File: src/game_pkg.sv
// game phase, background and round definitions shared by all controller modules
package game_pkg;

	// phases of the game
	// encoding kept in declaration order, menu is zero
	typedef enum logic [2:0] {
		ST_MENU,
		ST_ROUND_PAUSED,
		ST_ROUND_RUNNING,
		ST_BLUE_WINS,
		ST_RED_WINS
	} game_state_t;

	// background images the video side can load
	// map codes come first so a map index maps straight onto them
	typedef enum logic [1:0] {
		BG_MAP0,
		BG_MAP1,
		BG_BLUE_WIN,
		BG_RED_WIN
	} bg_sel_t;

	// playable maps selectable from the menu
	localparam int NUM_MAPS = 2;
	// map index width, at least one bit
	localparam int MAP_IDX_W = (NUM_MAPS > 1) ? $clog2(NUM_MAPS) : 1;

	// frame ticks a round may run before it is cut off
	// small value for simulation
	localparam int ROUND_FRAMES = 8;
	// counter width, holds ROUND_FRAMES itself
	localparam int ROUND_CNT_W = $clog2(ROUND_FRAMES + 1);

	// round-ending events seen by the phase FSM
	typedef struct packed {
		// blue player won the round
		logic blue_win;
		// red player won the round
		logic red_win;
		// playfield asks for a fresh round
		logic round_reset;
		// round timer expired
		logic timeout;
	} round_events_t;

endpackage

File: src/key_pkg.sv
// keyboard scan codes and key event type, imported by the decoder and its consumers
package key_pkg;

	// scan codes of the keys the game reacts to
	// enter advances the game phase
	localparam logic [7:0] KEY_ENTER = 8'h28;

	// map selection up, letter and arrow
	localparam logic [7:0] KEY_W     = 8'h1a;
	localparam logic [7:0] KEY_UP    = 8'h52;

	// map selection down, letter and arrow
	localparam logic [7:0] KEY_S     = 8'h16;
	localparam logic [7:0] KEY_DOWN  = 8'h51;

	// one-cycle press pulses
	// each bit fires once per press, never on hold
	typedef struct packed {
		// enter pressed
		logic enter;
		// w or up arrow pressed
		logic up;
		// s or down arrow pressed
		logic down;
	} key_events_t;

	// idle value, no key pressed this cycle
	localparam key_events_t KEY_EVENTS_NONE = '{
		enter: 1'b0,
		up:    1'b0,
		down:  1'b0
	};

endpackage

File: src/game_control_top.sv
// top level of the game controller, wires decoder, phase FSM, round timer and map selector
module game_control_top
	import key_pkg::*;
	import game_pkg::*;
(
	input  logic        Clk,
	input  logic        arst_n,
	input  logic [7:0]  key_code,
	input  logic        frame_tick,
	input  logic        new_game,
	input  logic        blue_win,
	input  logic        red_win,
	input  logic        round_reset,
	output game_state_t game_state,
	output bg_sel_t     background_select,
	output logic        load_background
);

	// press pulses from the keyboard side
	key_events_t   key_events;
	// expiry of the running round
	logic          timeout;
	// playfield levels plus timer expiry
	round_events_t round_events;

	// scan code to press pulses
	key_event_decoder u_key_event_decoder (
		.Clk        (Clk),
		.arst_n     (arst_n),
		.key_code   (key_code),
		.key_events (key_events)
	);

	// bundle everything that can end a round
	assign round_events = '{
		blue_win:    blue_win,
		red_win:     red_win,
		round_reset: round_reset,
		timeout:     timeout
	};

	// phase FSM
	game_fsm u_game_fsm (
		.Clk             (Clk),
		.arst_n          (arst_n),
		.new_game        (new_game),
		.key_events      (key_events),
		.round_events    (round_events),
		.game_state      (game_state),
		.load_background (load_background)
	);

	// round length limit
	round_timer u_round_timer (
		.Clk        (Clk),
		.arst_n     (arst_n),
		.game_state (game_state),
		.frame_tick (frame_tick),
		.timeout    (timeout)
	);

	// map choice and background
	map_select u_map_select (
		.Clk               (Clk),
		.arst_n            (arst_n),
		.game_state        (game_state),
		.key_events        (key_events),
		.background_select (background_select)
	);

endmodule

File: src/game_fsm.sv
// phase state machine of the arena game, drives the phase and the background load strobe
module game_fsm
	import key_pkg::*;
	import game_pkg::*;
(
	input  logic          Clk,
	input  logic          arst_n,
	input  logic          new_game,
	input  key_events_t   key_events,
	input  round_events_t round_events,
	output game_state_t   game_state,
	output logic          load_background
);

	// current and next phase
	game_state_t state;
	game_state_t next_state;
	// scene change decided this cycle, shows up registered next cycle
	logic        load_next;

	// next phase and scene change decision
	always_comb
	begin
		// default hold, no new scene
		next_state = state;
		load_next  = 1'b0;
		case (state)
			ST_MENU:
			begin
				// leave menu into the first paused round
				if (key_events.enter)
				begin
					next_state = ST_ROUND_PAUSED;
					load_next  = 1'b1;
				end
			end
			ST_ROUND_PAUSED:
			begin
				// start play, scene stays as is
				if (key_events.enter)
				begin
					next_state = ST_ROUND_RUNNING;
				end
			end
			ST_ROUND_RUNNING:
			begin
				// red first, then blue, then reset, then timeout
				if (round_events.red_win)
				begin
					next_state = ST_RED_WINS;
					load_next  = 1'b1;
				end
				else if (round_events.blue_win)
				begin
					next_state = ST_BLUE_WINS;
					load_next  = 1'b1;
				end
				else if (round_events.round_reset || round_events.timeout)
				begin
					// both go back to a paused round on a fresh map
					next_state = ST_ROUND_PAUSED;
					load_next  = 1'b1;
				end
			end
			ST_BLUE_WINS, ST_RED_WINS:
			begin
				// back to the menu after the win screen
				if (key_events.enter)
				begin
					next_state = ST_MENU;
					load_next  = 1'b1;
				end
			end
			default:
			begin
				// unused codes recover to the menu
				next_state = ST_MENU;
			end
		endcase
	end

	// phase register and registered strobe
	// new_game wins over any decision and loads nothing
	always_ff @(posedge Clk or negedge arst_n)
	begin
		if (!arst_n)
		begin
			state           <= ST_MENU;
			load_background <= 1'b0;
		end
		else if (new_game)
		begin
			state           <= ST_MENU;
			load_background <= 1'b0;
		end
		else
		begin
			state           <= next_state;
			load_background <= load_next;
		end
	end

	assign game_state = state;

endmodule

File: src/key_event_decoder.sv
// turns the raw keyboard scan code into one-cycle key press pulses for the game controller
module key_event_decoder
	import key_pkg::*;
(
	input  logic        Clk,
	input  logic        arst_n,
	input  logic [7:0]  key_code,
	output key_events_t key_events
);

	// scan code seen in the previous cycle
	logic [7:0] prev_code;
	// high on the first cycle of a new code
	logic       code_changed;

	// remember the last code for edge detection
	// zero means no key, so a key held through reset still counts once
	always_ff @(posedge Clk or negedge arst_n)
	begin
		if (!arst_n)
		begin
			prev_code <= 8'h00;
		end
		else
		begin
			prev_code <= key_code;
		end
	end

	// any change of code is a candidate press
	assign code_changed = (key_code != prev_code);

	// decode against the game key set
	always_comb
	begin
		key_events = KEY_EVENTS_NONE;
		if (code_changed)
		begin
			// enter only from its own code
			key_events.enter = (key_code == KEY_ENTER);
			// letter or arrow for up
			key_events.up    = (key_code == KEY_W) || (key_code == KEY_UP);
			// letter or arrow for down
			key_events.down  = (key_code == KEY_S) || (key_code == KEY_DOWN);
		end
	end

endmodule

File: src/map_select.sv
// map chooser for the menu, turns the phase and chosen map into a background selection
module map_select
	import key_pkg::*;
	import game_pkg::*;
(
	input  logic        Clk,
	input  logic        arst_n,
	input  game_state_t game_state,
	input  key_events_t key_events,
	output bg_sel_t     background_select
);

	// chosen map
	logic [MAP_IDX_W-1:0] map_idx;
	// index limits
	logic                 at_top;
	logic                 at_bottom;

	assign at_top    = (map_idx == MAP_IDX_W'(NUM_MAPS - 1));
	assign at_bottom = (map_idx == '0);

	// up and down only move the index in the menu
	// saturating at both ends, up wins if both arrive together
	always_ff @(posedge Clk or negedge arst_n)
	begin
		if (!arst_n)
		begin
			map_idx <= '0;
		end
		else if (game_state == ST_MENU)
		begin
			if (key_events.up && !at_top)
			begin
				map_idx <= map_idx + 1'b1;
			end
			else if (key_events.down && !at_bottom)
			begin
				map_idx <= map_idx - 1'b1;
			end
		end
	end

	// win screens override the map
	always_comb
	begin
		case (game_state)
			ST_BLUE_WINS: background_select = BG_BLUE_WIN;
			ST_RED_WINS:  background_select = BG_RED_WIN;
			// map codes start at zero, index maps straight across
			default:      background_select = bg_sel_t'($bits(bg_sel_t)'(map_idx));
		endcase
	end

endmodule

File: src/round_timer.sv
// frame-counting round timer, pulses timeout when a running round reaches its frame limit
module round_timer
	import game_pkg::*;
(
	input  logic        Clk,
	input  logic        arst_n,
	input  game_state_t game_state,
	input  logic        frame_tick,
	output logic        timeout
);

	// frames elapsed in the current round
	logic [ROUND_CNT_W-1:0] frame_cnt;
	// round currently in play
	logic                   running;
	// this tick is the last one allowed
	logic                   last_frame;

	assign running    = (game_state == ST_ROUND_RUNNING);
	assign last_frame = (frame_cnt == ROUND_CNT_W'(ROUND_FRAMES - 1));

	// expiry in the same cycle as the final tick
	assign timeout = running && frame_tick && last_frame;

	// count ticks only while running
	// any other phase clears, so each round starts a fresh limit
	always_ff @(posedge Clk or negedge arst_n)
	begin
		if (!arst_n)
		begin
			frame_cnt <= '0;
		end
		else if (!running)
		begin
			frame_cnt <= '0;
		end
		else if (frame_tick)
		begin
			// wrap on expiry, the FSM leaves running next cycle anyway
			if (last_frame)
			begin
				frame_cnt <= '0;
			end
			else
			begin
				frame_cnt <= frame_cnt + 1'b1;
			end
		end
	end

endmodule
File: config.mk
export PLATFORM = sky130hd
export DESIGN_NAME = game_control_top
export DESIGN_NICKNAME = d
export VERILOG_FILES = /design/src/game_pkg.sv /design/src/key_pkg.sv /design/src/game_control_top.sv /design/src/game_fsm.sv /design/src/key_event_decoder.sv /design/src/map_select.sv /design/src/round_timer.sv
export SDC_FILE = /design/constraint.sdc
export NUM_CORES = 1
export LEC_CHECK = 0
export BUFFER_PORTS_ARGS = -buffer_cell sky130_fd_sc_hd__buf_2
export CAP_MARGIN = 20
export CORE_UTILIZATION = 25
export CTS_BUF_LIST = sky130_fd_sc_hd__clkbuf_8
export CTS_CLUSTER_DIAMETER = 200
export DETAILED_ROUTE_END_ITERATION = 7
export GPL_TIMING_DRIVEN = 1
export PLACE_DENSITY = 0.51
export RECOVER_POWER = 50
export SYNTH_ARGS = -nofsm -noshare
export SYNTH_HDL_FRONTEND = slang
export SYNTH_HIERARCHICAL = 1
export SYNTH_SLANG_ARGS = --single-unit
File: constraint.sdc
create_clock -name Clk -period 1.84 [get_ports Clk]
set_clock_uncertainty 0.05 [all_clocks]
set_input_delay 0.368 -clock Clk [delete_from_list [all_inputs] [get_ports Clk]]
set_output_delay 0.368 -clock Clk [all_outputs]
set_load 0.005 [all_outputs]
==> flow_metrics.env, run 1 <==
export IMPL_leakage_nw=0.518
export IMPL_clk_pin_slew_ps=70
export IMPL_dp_final_hpwl_um=1570
export IMPL_drive_above_1_share_pct=33.3
export IMPL_viasPerCell=4.69
export IMPL_port_buffers=20
export IMPL_fill_cells=383
export IMPL_avgSynthCellArea_um2=10.5
export IMPL_synth_cell_types=36
export IMPL_powerDensity_nw_per_um2=633
export IMPL_synthCells=91
export IMPL_grt_pass1_vias=868
export IMPL_initial_utilization_pct=26.0
export IMPL_clockPowerShare_pct=34.1
export IMPL_io_pins=21
export IMPL_combPwrFrac_pct=15.9
export IMPL_async_flop_share_pct=100
export IMPL_fin_util_pct=34.5
export IMPL_drt_iter0_drc=16
export IMPL_ys_seq_area_share_pct=44.7
export IMPL_arrival_ps=1940
export IMPL_die_h_um=63.7
export IMPL_grt_pass1_wl_um=3750
export IMPL_hold_ws_ps=262
export IMPL_fin_crit_sh_pct=99.2
export IMPL_cts_buffer_depth=2
export IMPL_antenna_cells=0
export IMPL_globalplace_congestion=0.846
export IMPL_rsz0062_at_grt="true"
export IMPL_die_area_um2=4060
export IMPL_cts_sinks=17
export IMPL_setup_violations=0
export IMPL_post_route_drc_count=0
export IMPL_clk_latency_ps=250
export IMPL_ant_nets=0
export IMPL_antenna_found_initial=0
export IMPL_ir_worst_vdd_mv=0.178
export IMPL_drt_first_pass_iters=5
export IMPL_cts_root_buf="clkbuf_8"
export IMPL_tightestPinTransition_ps=949
export IMPL_path_cells="or3b_4, nor4_4, nor4_2, or4b_1, a31oi_1"
export IMPL_ys_flop_type="dfrtp_1"
export IMPL_synth_seq_cells=17
export IMPL_worst_setup_path_end_kind="flop"
export IMPL_fmax_mhz=548
export IMPL_setup_tns_ps=0
export IMPL_synth_edf_count=0
export IMPL_seqCellArea_um2=427
export IMPL_slew_viol_final=0
export IMPL_htreeDepth=1
export IMPL_finalWirelength_um=2070
export IMPL_holdCritPathClass="input port to flop"
export IMPL_area_delta_synth_final_pct=32.6
export IMPL_crit_type="flop to flop"
export IMPL_maxCapViolCount=0
export IMPL_multi_input_area_um2=519
export IMPL_startpoint_type="flop"
export IMPL_rows=22
export IMPL_grt_max_degree=18
export IMPL_cts_buffers=3
export IMPL_die_w_um=63.7
export IMPL_syn_nets=107
export IMPL_cts_tree="yes"
export IMPL_grt_usage_pct=11.9
export IMPL_path_max_fanout=2
export IMPL_p_sw_share_pct=25.0
export IMPL_fin_crit_ps=1820
export IMPL_slowest_stage="or4b_1"
export IMPL_relSlewSlack_pct=36.7
export IMPL_grt_overflow_total=0
export IMPL_num_vias=831
export IMPL_cp_data_required_time_ps=1960
export IMPL_hold_viol_final=0
export IMPL_avgRoutedWirePerCell_um=11.7
export IMPL_p_int_mw=0.599
export IMPL_pwr_share_seq_pct=50.0
export IMPL_nets=146
export IMPL_yosys_warnings=6
export IMPL_syn_area_um2=952
export IMPL_p_sw_mw=0.200
export IMPL_slowest_delay_ps=470
export IMPL_status="complete, no violations"
export IMPL_core_um2=3660
-- cell usage in the layout (no fill, tap or decap), types with 3 or more instances in the layout --
master / instances
buf_2: 16
dfrtp_1: 16
buf_4: 10
clkbuf_1: 9
xor2_1: 7
nor2_1: 5
nand2_1: 5
o21ai_0: 5
a21oi_1: 4
clkbuf_8: 3
inv_1: 3
nor4_2: 3
a31oi_1: 3
nor3_1: 3
mux2i_1: 3
nand3b_1: 3
-- final timing paths --
kind	start	to	slack, ps	cells after the start
max	u_game_fsm/game_state[2]	u_game_fsm/load_background	20	5
min	key_code[7]	u_key_event_decoder/prev_code[7]	260	1
max reg2reg	u_game_fsm/game_state[2]	u_game_fsm/load_background	20	5
min reg2reg	u_map_select/at_top	u_map_select/at_top	470	1
max in group asynchronous	arst_n	u_game_fsm/game_state[2]	360	2
min in group asynchronous	arst_n	u_key_event_decoder/prev_code[0]	730	2
-- per-layer routing --
layer | routed length [um] | global-route usage (%)
met5 | 0 | 0
met4 | 18 | 6.25
met3 | 100 | 3.08
met2 | 1010 | 19.4
met1 | 938 | 14.2
-- power groups by stage --
stage	Clock [mW]	Combinational (mW)	Sequential, mW
after floorplan	0	0.0605	0.408
after global placement	0	0.129	0.406
after detailed placement	0	0.132	0.406
after CTS	0.294	0.135	0.400
after global routing	0.305	0.145	0.402
final	0.272	0.127	0.400
-- synth_stat cells (2+ instances only) --
library cell,instances,area share [%]
nor2_1,5,2.0
nor4b_1,2,1.8
nor3b_1,2,1.6
a21oi_1,4,2.1
inv_1,3,1.2
nand2_1,6,2.4
dfrtp_1,17,45
nor3_1,3,1.6
o21ai_0,5,2.6
xnor2_1,2,1.8
nor4_2,3,3.9
xor2_1,7,6.4
nand4_1,2,1.3
a31oi_1,3,2.0
nand3b_1,3,2.4
mux2i_1,3,3.2
nor4_1,2,1.3
-- registers in the layout, indices dropped and copies added (netlist names) --
signal and flops:
u_key_event_decoder/prev_code 8, u_map_select/at_top 1, u_round_timer/frame_cnt 4, u_game_fsm/game_state 3
u_game_fsm/load_background 1
-- final cells by class --
class                   instances  share of cell area, %
well taps                      48                   4.76
clock buffers                   3                   3.27
multi-input cells              69                   41.1
clock inverters                 1                  0.396
flip-flops and latches         17                   33.8
repair buffers                 36                   15.8
inverters                       3                  0.892
-- through the flow --
| stage | cell area (um2) | std cells | setup slack (ps) | power (mW) |
|---|---|---|---|---|
| 2_1_floorplan | 962 | 91 | 14.9 | 0.468 |
| 3_3_place_gp | 1220 | 172 | -56.2 | 0.536 |
| 3_5_place_dp | 1220 | 172 | -60.0 | 0.539 |
| 4_1_cts | 1280 | 177 | -9.72 | 0.829 |
| 5_1_grt | 1260 | 177 | -114 | 0.852 |
| 6_report | 1260 | 177 | 15.2 | 0.799 |
-- worst max-delay path, delay by kind of cell (launching register included) --
kind / cells / cell delay, ps
and+or+nand+nor: 4 / 1150
DFF: 1 / 400
AOI/OAI and AO/OA: 1 / 150
-- cells by family after synthesis --
kind of cell	after synthesis	synth area share, %
muxes	3	3.15
adders and majority gates	1	1.31
AOI/OAI and AO/OA	16	10.1
and+or+nand+nor	40	29.6
xor gates and xnor gates	9	8.28
buffers and inverters	5	2.89
DFF	17	44.7
-- repair_timing --
action / in CTS / in global routing
hold buffers: 1 / 0
setup endpoints to repair: 1 / 1
resized for setup: 1 / 2
hold endpoints to repair: 10 / 0
setup buffers: 0 / 0
No activity file was read; power rests on OpenSTA's default activity.
==> run 2: changes to the inputs <==
PLACE_DENSITY = not set   (was 0.51)
RECOVER_POWER = 25   (was 50)
==> run 2 against run 1 <==
  * Worst hold slack better by 37 ps
  * Flip-flop and latch count unchanged
  * Utilization is 0.68 points higher
  * Global-route usage fell by 0.36 points
  * The run now ends with negative setup slack left
  * Design area grew 2.0%
  * Sequential share of layout area fell by 0.66 points
  * Maximum frequency fell by 2.6%
  * Sequential power about the same
  * Critical path depth stayed put
  * Cell count rose by 1.1%
==> flow_metrics.env, run 2 (synthesis results as in run 1) <==
export IMPL_p_sw_share_pct=24.8
export IMPL_initial_utilization_pct=26.0
export IMPL_maxCapViolCount=0
export IMPL_num_vias=837
export IMPL_grt_pass1_vias=839
export IMPL_htreeDepth=1
export IMPL_fin_crit_sh_pct=102
export IMPL_finalWirelength_um=2160
export IMPL_leakage_nw=0.536
export IMPL_holdCritPathClass="input port to flop"
export IMPL_p_int_mw=0.599
export IMPL_critical_path_top_delay_family="simple AND/OR/NAND/NOR gates"
export IMPL_slew_viol_final=0
export IMPL_drive_above_1_share_pct=34.4
export IMPL_fill_cells=387
export IMPL_seqCellArea_um2=427
export IMPL_ir_worst_vdd_mv=0.260
export IMPL_core_um2=3660
export IMPL_largest_register="u_key_event_decoder/prev_code"
export IMPL_arrival_ps=1980
export IMPL_grt_usage_pct=11.5
export IMPL_crit_type="flop to flop"
export IMPL_tightestPinTransition_ps=946
export IMPL_antenna_cells=0
export IMPL_area_delta_synth_final_pct=35.2
export IMPL_largest_register_ffs=8
export IMPL_post_route_drc_count=0
export IMPL_port_buffers=20
export IMPL_ant_nets=0
export IMPL_drt_first_pass_iters=4
export IMPL_viasPerCell=4.68
export IMPL_setup_slack_ps=-33.5
export IMPL_drt_iter0_drc=15
export IMPL_grt_pass1_wl_um=3640
export IMPL_pwr_share_seq_pct=50.2
export IMPL_powerDensity_nw_per_um2=619
export IMPL_rsz0062_at_grt="true"
export IMPL_clockPowerShare_pct=33.4
export IMPL_hold_ws_ps=299
export IMPL_status="complete, but fails checks"
export IMPL_worst_setup_path_end_kind="flop"
export IMPL_antenna_found_initial=0
export IMPL_die_h_um=63.7
export IMPL_cts_tree="yes"
export IMPL_fmax_mhz=534
export IMPL_grt_max_degree=18
export IMPL_rows=22
export IMPL_hold_viol_final=0
export IMPL_path_max_fanout=2
export IMPL_cts_buffer_depth=2
export IMPL_slowest_delay_ps=490
export IMPL_die_area_um2=4060
export IMPL_cts_sinks=17
export IMPL_multi_input_area_um2=531
export IMPL_dp_final_hpwl_um=1670
export IMPL_cp_data_required_time_ps=1950
export IMPL_cts_root_buf="clkbuf_8"
export IMPL_clk_pin_slew_ps=60
export IMPL_fin_crit_ps=1870
export IMPL_startpoint_type="flop"
export IMPL_power_mw=0.797
export IMPL_cts_buffers=3
export IMPL_io_pins=21
export IMPL_die_w_um=63.7
export IMPL_globalplace_congestion=0.826
export IMPL_violations="negative setup slack"
export IMPL_relSlewSlack_pct=36.9
export IMPL_p_sw_mw=0.198
export IMPL_setup_violations=1
export IMPL_avgRoutedWirePerCell_um=12.0
export IMPL_nets=148
export IMPL_combPwrFrac_pct=16.4
export IMPL_grt_overflow_total=0
export IMPL_slowest_stage="or4b_1"
export IMPL_clk_latency_ps=250
export IMPL_mostFrequentLayoutCells="buf_2, dfrtp_1, buf_4"
export IMPL_critical_path_buf_inv_count=0
export IMPL_path_cells="or3b_4, nor4_4, nor4_2, or4b_1, a31oi_1"
-- run 2: cell count changes in the layout (fill, tap and decap cells not counted) --
cell and delta:
clkinv_2 -1, nor3b_4 +1, nor2_1 -1, nand2_1 +1, nor2_2 +1, inv_1 +1, nor3b_1 -1, buf_4 +2
nand2_2 -1
-- run 2: worst paths after layout --
path                                                    endpoint  slack (ps)  depth (start not counted)                startpoint
worst max-delay path                  u_game_fsm/load_background         -30                          5  u_game_fsm/game_state[2]
worst min-delay path            u_key_event_decoder/prev_code[7]         300                          1               key_code[7]
worst max register to register        u_game_fsm/load_background         -30                          5  u_game_fsm/game_state[2]
worst min register to register               u_map_select/at_top         460                          1       u_map_select/at_top
max in group asynchronous               u_game_fsm/game_state[2]         370                          2                    arst_n
min in group asynchronous       u_key_event_decoder/prev_code[2]         730                          2                    arst_n
-- run 2: through the flow --
step / TNS, ps / utilization (%) / setup slack (ps) / cells / cell area (um2)
4_1_cts: -58.1 / 34.6 / -58.1 / 175 / 1260
5_1_grt: -227 / 35.2 / -111 / 179 / 1290
6_report: -33.5 / 35.2 / -33.5 / 179 / 1290
3_5_place_dp: -179 / 32.9 / -119 / 170 / 1200
2_1_floorplan: 0 / - / 14.9 / 91 / 962
3_3_place_gp: -81.6 / 32.9 / -81.6 / 170 / 1200
-- run 2: area by class of cell --
type	count	share of cell area [%]
timing repair buffer	38	16.6
inverter	3	0.875
clock buffer	3	3.21
multi-input combinational	69	41.2
sequential	17	33.1
tap	48	4.66
clock inverter	1	0.292
-- run 2: worst register-to-register path, delay by kind of cell (launching register included) --
kind | cells | cell delay (ps)
AND/OR/NAND/NOR | 4 | 1150
flip-flops | 1 | 410
AO/OA/AOI/OAI | 1 | 180
-- run 2: routing by layer --
layer / vias up / wire, um / global-route usage, %
met1: 402 / 955 / 13.4
li1: 416 / - / -
met2: 17 / 1100 / 20.1
met4: 0 / 15 / 4.26
met3: 2 / 81 / 3.08
met5: - / 0 / 0
-- run 2: power groups by stage --
stage               clock network (mW)  registers, mW  logic [mW]
finish                           0.266          0.400       0.131
global route                     0.302          0.402       0.147
CTS                              0.279          0.400       0.134
detailed placement                   0          0.407       0.131
global placement                     0          0.406       0.127
floorplan                            0          0.408      0.0605
-- run 2: timing repair --
action | 4_1_cts | 5_1_grt
pin swaps | 0 | 4
gates cloned | 0 | 0
buffers inserted | 0 | 4
endpoints found under the setup margin | 1 | 4
hold buffers | 1 | 0
gates resized for setup | 1 | 4
hold endpoints to repair | 4 | 0
==> run 3: changes to the inputs <==
--- a/config.mk
+++ b/config.mk
@@ -8,4 +8,5 @@
 export BUFFER_PORTS_ARGS = -buffer_cell sky130_fd_sc_hd__buf_2
 export CAP_MARGIN = 20
+export CORE_MARGIN = 10
 export CORE_UTILIZATION = 25
 export CTS_BUF_LIST = sky130_fd_sc_hd__clkbuf_8
==> constraint.sdc (replaced) <==
create_clock -name Clk -period 1.84 [get_ports Clk]
set_clock_uncertainty 0.05 [all_clocks]
set_input_delay 0.184 -clock Clk [delete_from_list [all_inputs] [get_ports Clk]]
set_output_delay 0.184 -clock Clk [all_outputs]
set_load 0.005 [all_outputs]
==> run 3 against run 2 <==
  * The flow now finishes without violations
  * Combinational power is 11% lower
  * Total power is 0.28% higher
  * Wire length is 2.4% higher
  * Clock power is 6% higher
  * Die area is 64% higher
  * Cell count is 7.3% lower
==> flow_metrics.env, run 3 (synthesis results as in run 1) <==
export IMPL_relSlewSlack_pct=38.7
export IMPL_dp_cells=161
export IMPL_grt_pass1_vias=837
export IMPL_avgRoutedWirePerCell_um=13.3
export IMPL_cts_root_buf="clkbuf_8"
export IMPL_rows=22
export IMPL_whs_path_depth=1
export IMPL_die_area_um2=6680
export IMPL_clk_latency_ps=250
export IMPL_grt_use_met2_pct=11.6
export IMPL_maxCapViolCount=0
export IMPL_slew_viol_final=0
export IMPL_grt_usage_pct=6.92
export IMPL_num_vias=780
export IMPL_nets=135
export IMPL_cts_buffers=3
export IMPL_mostFrequentLayoutCells="dfrtp_1, buf_2, xor2_1"
export IMPL_cts_buffer_depth=2
export IMPL_status="complete, no violations"
export IMPL_grt_overflow_total=0
export IMPL_cts_tree="yes"
export IMPL_initial_utilization_pct=26.0
export IMPL_drt_iter0_drc=32
export IMPL_fmax_mhz=560
export IMPL_cp_data_required_time_ps=1960
export IMPL_worst_setup_path_end_kind="flop"
export IMPL_powerDensity_nw_per_um2=661
export IMPL_htreeDepth=1
export IMPL_arrival_ps=1910
export IMPL_path_max_fanout=2
export IMPL_final_common_cell="dfrtp_1"
export IMPL_antenna_cells=0
export IMPL_worst_r2r_cell_count=5
export IMPL_fin_cells=166
export IMPL_leakage_nw=0.476
export IMPL_die_h_um=81.7
export IMPL_largest_register="u_key_event_decoder/prev_code"
export IMPL_area_delta_synth_final_pct=27.1
export IMPL_fin_crit_ps=1790
export IMPL_gr_usage_met3_pct=2.73
export IMPL_rsz0062_at_grt="true"
export IMPL_use_met1_pct=7.67
export IMPL_port_buffers=20
export IMPL_antenna_found_initial=0
export IMPL_reg2reg_slack_ps=50
export IMPL_grt_pass1_wl_um=3730
export IMPL_die_w_um=81.7
export IMPL_dp_final_hpwl_um=1690
export IMPL_busiest_layer="met2"
export IMPL_hold_viol_final=0
export IMPL_hold_ws_ps=58.0
export IMPL_finalWirelength_um=2210
export IMPL_drt_first_pass_iters=4
export IMPL_holdCritPathClass="input port to flop"
export IMPL_crit_type="flop to flop"
export IMPL_post_route_drc_count=0
export IMPL_fin_crit_sh_pct=97.1
export IMPL_startpoint_type="flop"
export IMPL_globalplace_congestion=0.789
export IMPL_power_mw=0.799
export IMPL_clk_pin_slew_ps=70
export IMPL_largest_register_ffs=8
export IMPL_ant_nets=0
export IMPL_setup_violations=0
export IMPL_viasPerCell=4.70
export IMPL_grt_max_degree=18
export IMPL_ir_worst_vdd_mv=0.242
export IMPL_tightestPinTransition_ps=920
export IMPL_cts_sinks=17
export IMPL_io_pins=21
export IMPL_core_um2=3660
export IMPL_drive_above_1_share_pct=30.5
[run 3: cell count changes in the layout (fill, tap and decap cells not counted), sizes merged]
cell,delta
buf,-9
clkbuf,-4
clkinvlp,+1
inv,-1
[run 3: path summary, 6_finish.rpt]
kind / startpoint / end
max reg2reg: u_game_fsm/game_state[2] / u_game_fsm/load_background
max in group asynchronous: arst_n / u_game_fsm/game_state[2]
min in group asynchronous: arst_n / u_key_event_decoder/prev_code[7]
min: key_code[7] / u_key_event_decoder/prev_code[7]
min reg2reg: u_map_select/at_top / u_map_select/at_top
max: u_game_fsm/game_state[2] / u_game_fsm/load_background
[run 3: power breakdown]
group / internal, mW / switching, mW / leakage (nW)
sequential: 0.390 / 0.00967 / 0.215
combinational: 0.0513 / 0.0661 / 0.239
clock: 0.152 / 0.131 / 0.0217
total: 0.593 / 0.206 / 0.476
[run 3: critical path, stage by stage (launching register included)]
cell and delay (ps):
dfrtp_2 400, or3b_4 410, nor4_4 180, nor4_2 70
or4b_1 460, a31oi_1 140
[run 3: cell type report]
type / instances / area, um2
Inverter: 3 / 11.3
Sequential cell: 17 / 427
Clock buffer: 3 / 41.3
Fill cell: 378 / 2450
Timing Repair Buffer: 25 / 134
Tap cell: 48 / 60.1
Clock inverter: 1 / 7.51
Multi-Input combinational cell: 69 / 529
[run 3: metrics by stage]
stage	setup TNS (ps)	util (%)	setup WS, ps	cell area, um2
5_1_grt	-19.9	33.0	-8.88	1210
4_1_cts	0	32.6	36.1	1190
3_3_place_gp	0	31.0	36.4	1140
6_report	0	33.0	53.0	1210
2_1_floorplan	0	-	14.9	962
3_5_place_dp	0	31.0	51.8	1140
[run 3: timing repair]
| action | in CTS | in global routing |
|---|---|---|
| endpoints found under the setup margin | 0 | 3 |
| hold buffers | 1 | 0 |
| hold endpoints to repair | 17 | 0 |
| gates resized for setup | 0 | 4 |
| setup buffers | 0 | 0 |
[run 3: metal layers]
| layer | up-vias | wire length, um |
|---|---|---|
| met5 | - | 0 |
| met4 | 0 | 19 |
| met3 | 4 | 229 |
| met2 | 19 | 1020 |
| met1 | 367 | 936 |
| li1 | 390 | - |
